===== src/verilog/fir_dsp_pkg.sv =====
/*
  Number formats and constants of the filter arithmetic.
  The 16 taps are fixed. The table is a symmetric lowpass with a DC gain
  slightly above one, so full-scale DC input saturates at the output.
  Results are scaled by 2**-17 with round half up.
*/
package fir_dsp_pkg;

  localparam int SAMPLE_W = 16; // input and output sample width.
  localparam int COEFF_W  = 18; // coefficient width, signed.
  localparam int ACC_W    = 40; // accumulator width, ample headroom for 16 taps.

  typedef logic signed [SAMPLE_W-1:0] sample_t;
  typedef logic signed [COEFF_W-1:0]  coeff_t;
  typedef logic signed [ACC_W-1:0]    acc_t;

  localparam int NUM_TAPS = 16;

  typedef logic [$clog2(NUM_TAPS)-1:0] tap_idx_t;

  // coefficients in tap order, tap 0 weights the newest sample.
  // the sum is 162000 against a unity gain of 131072.
  localparam coeff_t COEFF_TABLE [NUM_TAPS] = '{
    -18'sd1200,
    -18'sd2100,
    -18'sd1500,
    18'sd2600,
    18'sd9800,
    18'sd18400,
    18'sd25700,
    18'sd29300,
    18'sd29300,
    18'sd25700,
    18'sd18400,
    18'sd9800,
    18'sd2600,
    -18'sd1500,
    -18'sd2100,
    -18'sd1200
  };

  localparam int   ROUND_SHIFT = 17;                              // result scaling.
  localparam acc_t ROUND_BIAS  = acc_t'(1) <<< (ROUND_SHIFT - 1); // half an output LSB.

  // saturation limits of the output sample.
  localparam sample_t SAMPLE_MAX = 16'sh7FFF;
  localparam sample_t SAMPLE_MIN = 16'sh8000;

endpackage


===== src/verilog/fir_ctrl_pkg.sv =====
/*
  Control types shared by the sequencer and the MAC.
  The MAC control word travels one cycle behind the tap address.
*/
package fir_ctrl_pkg;

  // states of the pass sequencer.
  typedef enum logic [2:0] {
    IDLE,  // waiting for a full batch and a free output slot.
    ADDR,  // tap 0 on the address lines.
    PRIME, // first coefficient and sample are registering.
    RUN,   // one tap per cycle.
    FLUSH  // last product lands in the MAC.
  } seq_state_e;

  // phases of the output slot and its four-phase handshake.
  typedef enum logic [1:0] {
    EMPTY,  // slot free.
    OFFER,  // result held, out_req high.
    RETIRE  // ack seen, waiting for ack to drop.
  } hs_phase_e;

  // per-cycle command to the MAC, aligned with the registered read data.
  typedef struct packed {
    logic valid; // a product is to be accumulated.
    logic first; // restart the accumulator with this product.
    logic last;  // round, saturate and load the output slot.
  } mac_ctrl_t;

endpackage


===== src/verilog/fir_coeff_rom.sv =====
/*
  Coefficient ROM with one cycle of read latency.
  The output has no reset. It is only used when the delayed MAC control
  word marks it valid.
*/
module fir_coeff_rom
  import fir_dsp_pkg::*;
(
  input  logic     clock,
  input  tap_idx_t tap,
  output coeff_t   coeff
);

  // the table is a constant, so this maps onto a ROM or LUTs.
  // one register stage keeps the read aligned with the sample memory,
  // which is also read through a register.
  always_ff @(posedge clock)
  begin
    coeff <= COEFF_TABLE[tap]; // read the coefficient for this tap.
  end

endmodule


===== src/verilog/fir_sample_ring.sv =====
/*
  Input handshake, 16-deep sample history and batch counter.
  DECIMATION must be in 1..8. No sample is accepted while hold is high or
  while a finished batch waits for its pass, so the history is frozen for
  the whole MAC pass. The history clears to zero on reset.
*/
module fir_sample_ring
  import fir_dsp_pkg::*;
#(
  parameter int DECIMATION = 2
)
(
  input  logic     clock,
  input  logic     arst_n,
  input  logic     in_req,
  input  sample_t  in_data,
  output logic     in_ack,
  input  logic     hold,
  input  logic     pass_start,
  input  tap_idx_t tap,
  output logic     batch_ready,
  output sample_t  sample
);

  localparam int CNT_W = $clog2(DECIMATION + 1);

  sample_t    mem [NUM_TAPS]; // circular history.
  tap_idx_t   wr_ptr;         // next slot to write, wraps with the tap width.
  logic [CNT_W-1:0] count;    // samples of the current batch.
  logic       accept;

  if (DECIMATION < 1 || DECIMATION > 8)
  begin : g_bad_decimation
    $error("DECIMATION must be between 1 and 8");
  end

  // a new request is taken only with ack low, no pass running and no batch pending.
  assign accept = in_req && !in_ack && !hold && !batch_ready;

  always_ff @(posedge clock or negedge arst_n)
  begin
    if (!arst_n)
    begin
      in_ack      <= 1'b0;
      batch_ready <= 1'b0;
      wr_ptr      <= '0;
      count       <= '0;
      for (int i = 0; i < NUM_TAPS; i++)
      begin
        mem[i] <= '0;
      end
    end
    else
    begin
      if (accept)
      begin
        mem[wr_ptr] <= in_data; // write the sample and acknowledge in the same edge.
        wr_ptr      <= wr_ptr + 1'b1;
        in_ack      <= 1'b1;
        if (count == CNT_W'(DECIMATION - 1))
        begin
          count       <= '0;
          batch_ready <= 1'b1; // the batch is complete.
        end
        else
        begin
          count <= count + 1'b1;
        end
      end
      else if (in_ack && !in_req)
      begin
        in_ack <= 1'b0; // source has released, close the handshake.
      end
      if (pass_start)
      begin
        batch_ready <= 1'b0; // never coincides with accept, since accept needs it low.
      end
    end
  end

  // tap 0 is the newest sample, tap 15 the oldest.
  always_ff @(posedge clock)
  begin
    sample <= mem[wr_ptr - 1'b1 - tap];
  end

  // the sequencer never leaves IDLE on the edge that raises the ack.
  a_ack_not_in_hold: assert property (@(posedge clock) disable iff (!arst_n)
    $rose(in_ack) |-> !hold);

  a_ack_falls_after_req: assert property (@(posedge clock) disable iff (!arst_n)
    $fell(in_ack) |-> !$past(in_req));

endmodule


===== src/verilog/fir_coeff_seq.sv =====
/*
  Pass sequencer for one MAC pass over the 16 newest samples.
  A pass starts only with a batch ready and the output slot free.
  pass_start is a one-cycle pulse during ADDR. The result is offered
  NUM_TAPS+3 cycles after it. coeff leaves one cycle after tap.
*/
module fir_coeff_seq
  import fir_dsp_pkg::*;
  import fir_ctrl_pkg::*;
(
  input  logic      clock,
  input  logic      arst_n,
  input  logic      batch_ready,
  input  logic      slot_busy,
  output logic      pass_start,
  output logic      hold,
  output tap_idx_t  tap,
  output mac_ctrl_t mac_ctrl,
  output coeff_t    coeff
);

  localparam tap_idx_t LAST_TAP = tap_idx_t'(NUM_TAPS - 1);

  seq_state_e state;
  mac_ctrl_t  run_ctrl; // control word aligned with the current tap.

  // the ROM sees the same tap as the sample memory.
  fir_coeff_rom u_coeff_rom (
    .clock (clock),
    .tap   (tap),
    .coeff (coeff)
  );

  // the history must not move from the start decision until the pass ends.
  assign hold = (state != IDLE);

  // one product per RUN cycle. first and last mark the two ends of the tap range.
  always_comb
  begin
    run_ctrl.valid = (state == RUN);
    run_ctrl.first = (state == RUN) && (tap == '0);
    run_ctrl.last  = (state == RUN) && (tap == LAST_TAP);
  end

  always_ff @(posedge clock or negedge arst_n)
  begin
    if (!arst_n)
    begin
      state      <= IDLE;
      tap        <= '0;
      pass_start <= 1'b0;
      mac_ctrl   <= '0;
    end
    else
    begin
      pass_start <= 1'b0;
      mac_ctrl   <= run_ctrl; // delayed to meet the registered read data.
      case (state)
        IDLE:
        begin
          if (batch_ready && !slot_busy)
          begin
            tap        <= '0;
            pass_start <= 1'b1; // high during ADDR, clears batch_ready.
            state      <= ADDR;
          end
        end

        ADDR:
        begin
          state <= PRIME; // tap 0 is read into both output registers.
        end

        PRIME:
        begin
          // tap 0 data is now at the registers. the address starts stepping in RUN,
          // so the control word for tap 0 leaves in the first RUN cycle.
          state <= RUN;
        end

        RUN:
        begin
          tap <= tap + 1'b1; // wraps back to 0 after the last tap.
          if (tap == LAST_TAP)
          begin
            state <= FLUSH;
          end
        end

        FLUSH:
        begin
          state <= IDLE; // last product and the slot load happen here.
        end

        default:
        begin
          state <= IDLE;
        end
      endcase
    end
  end

  // a pass may only overwrite an output slot that has been fully retired.
  a_start_slot_free: assert property (@(posedge clock) disable iff (!arst_n)
    pass_start |-> !slot_busy);

endmodule


===== src/verilog/fir_mac.sv =====
/*
  Multiply-accumulate, rounding, saturation and the output slot.
  The slot holds one result and offers it over a four-phase handshake.
  A new result must only arrive while the slot is EMPTY.
*/
module fir_mac
  import fir_dsp_pkg::*;
  import fir_ctrl_pkg::*;
(
  input  logic      clock,
  input  logic      arst_n,
  input  mac_ctrl_t mac_ctrl,
  input  sample_t   sample,
  input  coeff_t    coeff,
  output logic      slot_busy,
  output logic      out_req,
  output sample_t   out_data,
  input  logic      out_ack
);

  hs_phase_e phase;
  acc_t      acc;      // running sum, restarted by first.
  acc_t      product;
  acc_t      sum;      // sum including the current product.
  acc_t      rounded;
  sample_t   result;
  logic      load;

  assign product = acc_t'(sample) * acc_t'(coeff); // both operands sign-extend.
  assign sum     = (mac_ctrl.first ? '0 : acc) + product;
  assign rounded = (sum + ROUND_BIAS) >>> ROUND_SHIFT; // round half up.
  assign load    = mac_ctrl.valid && mac_ctrl.last;

  // clip to the output range.
  always_comb
  begin
    if (rounded > acc_t'(SAMPLE_MAX))
      result = SAMPLE_MAX;
    else if (rounded < acc_t'(SAMPLE_MIN))
      result = SAMPLE_MIN;
    else
      result = sample_t'(rounded);
  end

  always_ff @(posedge clock)
  begin
    if (mac_ctrl.valid)
      acc <= sum;
    if (load)
      out_data <= result; // held until the next load.
  end

  always_ff @(posedge clock or negedge arst_n)
  begin
    if (!arst_n)
      phase <= EMPTY;
    else
    begin
      case (phase)
        EMPTY:   if (load) phase <= OFFER;
        OFFER:   if (out_ack) phase <= RETIRE;
        RETIRE:  if (!out_ack) phase <= EMPTY;
        default: phase <= EMPTY;
      endcase
    end
  end

  assign out_req   = (phase == OFFER);
  assign slot_busy = (phase != EMPTY);

  a_data_stable: assert property (@(posedge clock) disable iff (!arst_n)
    out_req && !out_ack |=> $stable(out_data));

  // the sequencer only starts a pass into an empty slot.
  a_load_into_empty: assert property (@(posedge clock) disable iff (!arst_n)
    load |-> phase == EMPTY);

endmodule


===== src/verilog/fir_decimator.sv =====
/*
  Decimating 16-tap FIR stage.
  One result per DECIMATION input samples, DECIMATION in 1..8.
  Both req/ack handshakes are four-phase and synchronous to clock.
  A result waiting on out_ack stalls the next pass, and input back-pressure
  follows once the next batch has filled.
*/
module fir_decimator
  import fir_dsp_pkg::*;
  import fir_ctrl_pkg::*;
#(
  parameter int DECIMATION = 2
)
(
  input  logic    clock,
  input  logic    arst_n,
  input  logic    in_req,
  input  sample_t in_data,
  output logic    in_ack,
  output logic    out_req,
  output sample_t out_data,
  input  logic    out_ack
);

  logic      batch_ready; // ring has a full batch.
  logic      pass_start;  // sequencer took the batch.
  logic      hold;        // pass running, history frozen.
  logic      slot_busy;   // output slot not yet retired.
  tap_idx_t  tap;
  sample_t   sample;      // history read, one cycle after tap.
  coeff_t    coeff;       // coefficient read, one cycle after tap.
  mac_ctrl_t mac_ctrl;    // control aligned with sample and coeff.

  fir_sample_ring #(
    .DECIMATION (DECIMATION)
  ) u_sample_ring (
    .clock       (clock),
    .arst_n      (arst_n),
    .in_req      (in_req),
    .in_data     (in_data),
    .in_ack      (in_ack),
    .hold        (hold),
    .pass_start  (pass_start),
    .tap         (tap),
    .batch_ready (batch_ready),
    .sample      (sample)
  );

  fir_coeff_seq u_coeff_seq (
    .clock       (clock),
    .arst_n      (arst_n),
    .batch_ready (batch_ready),
    .slot_busy   (slot_busy),
    .pass_start  (pass_start),
    .hold        (hold),
    .tap         (tap),
    .mac_ctrl    (mac_ctrl),
    .coeff       (coeff)
  );

  fir_mac u_mac (
    .clock     (clock),
    .arst_n    (arst_n),
    .mac_ctrl  (mac_ctrl),
    .sample    (sample),
    .coeff     (coeff),
    .slot_busy (slot_busy),
    .out_req   (out_req),
    .out_data  (out_data),
    .out_ack   (out_ack)
  );

endmodule


===== config.mk =====
export PLATFORM = sky130hd
export DESIGN_NAME = fir_decimator
export DESIGN_NICKNAME = d
export VERILOG_FILES = /design/src/verilog/fir_dsp_pkg.sv /design/src/verilog/fir_ctrl_pkg.sv /design/src/verilog/fir_coeff_rom.sv /design/src/verilog/fir_sample_ring.sv /design/src/verilog/fir_coeff_seq.sv /design/src/verilog/fir_mac.sv /design/src/verilog/fir_decimator.sv
export SDC_FILE = /design/constraint.sdc
export NUM_CORES = 1
export LEC_CHECK = 0
export ABC_AREA = 1
export BUFFER_PORTS_ARGS = -buffer_cell sky130_fd_sc_hd__buf_2
export CORE_ASPECT_RATIO = 1.1
export CORE_MARGIN = 4
export CORE_UTILIZATION = 50
export DETAILED_ROUTE_END_ITERATION = 10
export PLACE_DENSITY = 0.67
export SLEW_MARGIN = 10
export SYNTH_ARGS = -nofsm -noshare
export SYNTH_HDL_FRONTEND = slang
export SYNTH_SLANG_ARGS = --single-unit

===== constraint.sdc =====
create_clock -name clock -period 16.3 [get_ports clock]
set_input_delay 1.63 -clock clock [delete_from_list [all_inputs] [get_ports clock]]
set_output_delay 1.63 -clock clock [all_outputs]
set_load 0.02 [all_outputs]

Word-level counts from Yosys, hierarchy flattened
Memories as Yosys holds them, arrays and structs flattened. A register that Yosys moved wholly into a read port is not among the register bits.
Index checks and enable logic that the tools add are counted.
- bits in registers: 349
- bits in read-only memories: 288
- bits of input ports: 20
- word-level logic and storage cells: 111
- memories kept: 1
- $add $sub $neg: 7
- $mul: 1
- order comparisons: 5
- equality and inequality tests: 12
- multiplexer cells: 25
- bitwise operators: 3
- reduce and logical (&&, ||, !) cells: 27
- memory list (name ; depth ; width ; rd ports ; clocked after memory_dff ; write ports ; line ; text):
    (name not given) ; 16 ; 18 ; 1 ; 1 ; 0 ; fir_coeff_rom.sv:19 ; coeff <= COEFF_TABLE[tap];
- operator list (kind ; count):
    256-bit bitwise mux ; 1
    16-bit binary-select mux with 4-bit select ; 1
    16-bit demux with 4-bit select ; 1
    16-bit two-way mux ; 4
    40-bit by 18-bit adder with 40-bit output (second input constant) ; 1
    40-bit adder ; 1
    40-bit two-way mux ; 1
    16-bit by 18-bit multiplier with 34-bit output ; 1
    23-bit by 16-bit > comparator with 1-bit output (second input constant) ; 1
    23-bit by 16-bit less-than comparator with 1-bit output (second input constant) ; 1
    4-bit inverter with 5-bit output ; 3
    3-bit case mux with 4 select lines ; 1
    5-bit greater-or-equal comparator (second input constant) ; 2
    2-bit nonzero test ; 5
    1-bit logical AND ; 9
    4-bit by 1-bit adder with 4-bit output (second input constant) ; 2
    2-bit two-way mux ; 4
    4-bit case mux with 2 select lines ; 1
    1-bit two-way mux ; 7
    3-bit by 2-bit equality test with 1-bit output (second input constant) ; 2
    3-bit two-way mux ; 2
    2-bit by 1-bit != test with 1-bit output (second input constant) ; 3
    2-bit case mux with 3 select lines ; 1
    2-bit AND reduction ; 3
    other kinds (16) ; 22

Longest topological paths before layout
- depth in word-level cells: 6
- gate-level depth with buffers: 54
- gate-level depth less buffers: 51

Hierarchy
Synthesis repeated with hierarchy kept, for this count alone.
- cells, all modules: 4525
- area total of the unflattened synthesis: 32912.8 µm²
- modules (own cells, without submodules) (module ; instances ; cells each ; area each (µm²)):
    fir_mac ; 1 ; 2508 ; 17683.2
    fir_sample_ring ; 1 ; 1859 ; 14004.7
    fir_coeff_rom ; 1 ; 103 ; 730.7
    fir_coeff_seq ; 1 ; 55 ; 494.2

Least setup slack after synthesis
OpenSTA, ideal clock, no wires.
- path type: register -> register
- start: register u_coeff_seq.u_coeff_rom.coeff[10]
- end: register u_mac.out_data[10], data pin
- library setup time: 0.251 ns
- arrival: 8.149 ns
- data required time: 16.049 ns
- setup slack: 7.900 ns
- cell stages (with the launch flop): 47
- cells stage by stage: dfxtp_1 -> clkbuf_1 -> clkbuf_1 -> nand2_1 -> fa_1 -> fa_1 -> fa_1 -> fa_1 -> inv_1 -> fa_1 -> inv_1 -> fa_1 -> inv_1 -> ha_1 -> a21oi_1 -> inv_1 -> a31oi_1 -> o21ai_1 -> [... 11 more ...] -> nand2_1 -> a21oi_1 -> nand2_1 -> nand2_1 -> nand2_1 -> nor2_2 -> nand2_1 -> nor2_4 -> nand3_2 -> nor2_4 -> nand2_2 -> nor2_2 -> nand3_1 -> nand2_1 -> inv_2 -> o21ai_4 -> buf_12 -> nand2_2
- word-level cells in the longest chain between the ends: 5
- elaborated cells on any way between the ends: 6
- classes of those cells: add/sub: 2; mul: 1; order compare: 2; mux: 1
- ends and longest elaborated chain (element ; line ; text):
    from (decl) ; fir_coeff_rom.sv:11 ; output coeff_t coeff
    16-bit by 18-bit multiplier with 34-bit output (*) ; fir_mac.sv:29 ; assign product = acc_t'(sample) * acc_t'(coeff);
    40-bit adder (*) ; fir_mac.sv:30 ; assign sum = (mac_ctrl.first ? '0 : acc) + product;
    40-bit by 18-bit adder with 40-bit output (*) ; fir_mac.sv:31 ; assign rounded = (sum + ROUND_BIAS) >>> ROUND_SHIFT;
    23-bit by 16-bit less-than comparator with 1-bit output ; fir_mac.sv:39 ; else if (rounded < acc_t'(SAMPLE_MIN))
    16-bit two-way mux ; fir_mac.sv:39 ;
    to (signal assigned) ; fir_mac.sv:50 ; out_data <= result;
    to (decl) ; fir_mac.sv:17 ; output sample_t out_data,
Every way passes the cells marked *; elsewhere a longest branch is shown, timed or not.
A chain may end at the register's enable or synchronous reset.

Worst setup path in the final report
- start: register u_coeff_seq.u_coeff_rom.coeff[6]
- end: register u_mac.out_data[1], data pin
Same word-level chain as after synthesis.

==> qor.yml <==
post_cts_buffers: 0
synth_edf_count: 54
synth-warning-count: 0
status: "completed"
synthTopCellsByCount: "848 x nand2_1, 662 x inv_1, 348 x o21ai_0, 334 x nor2_1, 277 x dfrtp_1"
cts_buffers: 41
synth.most_common_cell: "nand2_1"
antenna_found_initial: 1
cts.repair.resized: 0
h-tree-depth: 2
drc: 0
die_h_um: 258.6
cts.sinks: 361
postSynthNetCount: 3984
critPathCaptureType: "flop"
drv_slew: 0
die-area_um2: 60960
wl_per_cell_um: 15.94
tns_ns: 0
area_growth_syn_to_layout_pct: 7.472
tightest_slew_ns: 1.119
cts-root-buf: "clkbuf_16"
drive_above_1_share: 0.07392
num_antenna_cells: 0
hold_viol_final: 0
netlist_instances: 3589
cts_tree: "done"
netlist-cell-type-count: 54
grt-ovfl-total: 0
start_util: 0.5073
avgSynthCellArea_um2: 7.951
ys_async_sr_fraction: 0.7673
drv_cap: 0
nFillCells: 5416
num-nets-final: 3920
reg2reg_from: "u_coeff_seq.u_coeff_rom.coeff[6]"
final.period_utilization: 0.5912
critical-path-max-stage-delay_ns: 0.89
wirelength_um: 68570
core-area_um2: 56250
io_buffers: 37
clk_latency_ns: 0.59
synth_top_area_frac: 0.2429
relSlewSlack: 0.2538
yosys-top-cells-area: "dfrtp_1 24%, fa_1 17%, nand2_1 11%"
setup_viol_count_final: 0
slowest_stage: "dfxtp_1"
synth_flop_cell: "dfrtp_1"
viasPerCell: 5.154
hp-class: "reg2reg"
ios: 38
ys_seq_area_frac: 0.3208
clock-skew-final_ns: 0.04340
path_class: "reg2reg"
synth_area_leader_cell: "dfrtp_1"
synth_area_um2: 28540
grt_max_degree: 182
multi_input_area_um2: 16230
crit_start: "u_coeff_seq.u_coeff_rom.coeff[6]"
path_common_cell: "nand2_1"
routabilityCongestion: 0.8791
die_w_um: 235.8
grt_pass1_wl_um: 115300
rows: 91
cp-start-kind: "flop"
crit_required_ns: 16.61
min_period_ns: 9.636
grt_pass1_vias: 22580
clk_path_buf_depth: 3
regArea_um2: 9156
drt_pass1_iterations: 5
holdBufCountCts: 0
grtUsageTotal: 0.2309
vias: 22170
clk_pin_slew_ns: 0.06
drtIter0Drc: 1565
cp.arrival_ns: 9.95
max_freq_mhz: 103.8
synth.ff_latch_count: 361
rsz0062_at_grt: "no"
hp-start: "u_coeff_seq.pass_start"
crit_fanout: 16
final_antenna_net_count: 0
dpl.hpwl_um: 47690
## final cells by class
class / instances / share of cell area
repair buffers: 59 / 0.01216
well taps: 744 / 0.03035
clock buffers: 66 / 0.04117
clock inverters: 10 / 0.005018
multi-input cells: 2381 / 0.5293
inverters: 681 / 0.08343
flip-flops and latches: 361 / 0.2986
## cell families after synthesis
kind of cell | synth area share
compound gates | 0.1030
simple gates | 0.2068
fa+ha+maj | 0.2294
mux | 0.006314
xor+xnor | 0.02118
flops | 0.3208
buf+inv | 0.1126
## final timing paths
kind                                              to  slack (ns)  cells after the start
max in group asynchronous     u_sample_ring.mem[203]       13.78                      2
hold reg to reg            u_sample_ring.batch_ready        0.40                      1
min in group asynchronous     u_sample_ring.mem[167]        1.05                      1
setup reg to reg                   u_mac.out_data[1]        6.66                     43
setup / recovery                   u_mac.out_data[1]        6.66                     43
hold / removal             u_sample_ring.batch_ready        0.40                      1
## metal layers
metal / wire length [µm] / track usage
met1: 29450 / 0.3000
met4: 2188 / 0.07228
met5: 0 / 0
met3: 3011 / 0.02756
met2: 33920 / 0.4066
## critical path, delay by kind of cell (launching register included)
kind	cells	cell delay (ns)
adder cells (fa/ha/maj)	8	3.23
AO/OA/AOI/OAI	11	2.85
AND/OR/NAND/NOR	19	1.98
flip-flops	1	0.89
XOR/XNOR	1	0.23
buffers and inverters	4	0.18
## registers in the layout, summed over array words and instances, names as in the netlist
register,cells
u_sample_ring.mem,256
u_mac.acc,38
u_mac.out_data,16
u_sample_ring.sample,16
u_coeff_seq.u_coeff_rom.coeff,14
u_coeff_seq.tap,4
u_sample_ring.wr_ptr,4
u_coeff_seq.mac_ctrl,3
u_coeff_seq.state,3
u_mac.phase,2
u_sample_ring.count,2
u_coeff_seq.pass_start,1
u_sample_ring.batch_ready,1
u_sample_ring.in_ack,1
## through the flow
stage                     hold slack [ns]  utilization  instances  instance area [µm²]  setup WS [ns]
after floorplan                    0.3753            -       3589                28540          7.900
after global placement             0.3992       0.5201       4226                29250          6.666
after detailed placement           0.3805       0.5201       4226                29250          6.615
after CTS                          0.4011       0.5452       4302                30670          6.612
after global routing               0.4319       0.5452       4302                30670          5.724
final                              0.4002       0.5452       4302                30670          6.664
## placed cells by master (no fill, tap or decap), drive strengths merged, types with 3 or more instances in the layout
cell    synthesis  layout
nand2         906     906
inv           674     676
nor2          357     357
o21ai         351     351
dfrtp         277     277
fa            247     247
ha            128     128
nand3          73      73
clkbuf        156      66
o32ai          65      65
a21oi          60      60
buf            10      59
edfxtp         54      54
xor2           46      46
dfxtp          30      30
xnor2          23      23
nand4          23      23
a31oi          21      21
nand2b         16      16
mux2           16      16
nor3           15      15
clkinv          7      13
nand3b          6       6
o31ai           4       4
o21bai          4       4
or2             3       3
Power is not shown: default switching activity piles up to over one toggle a cycle in this logic, so the estimate is an artifact.
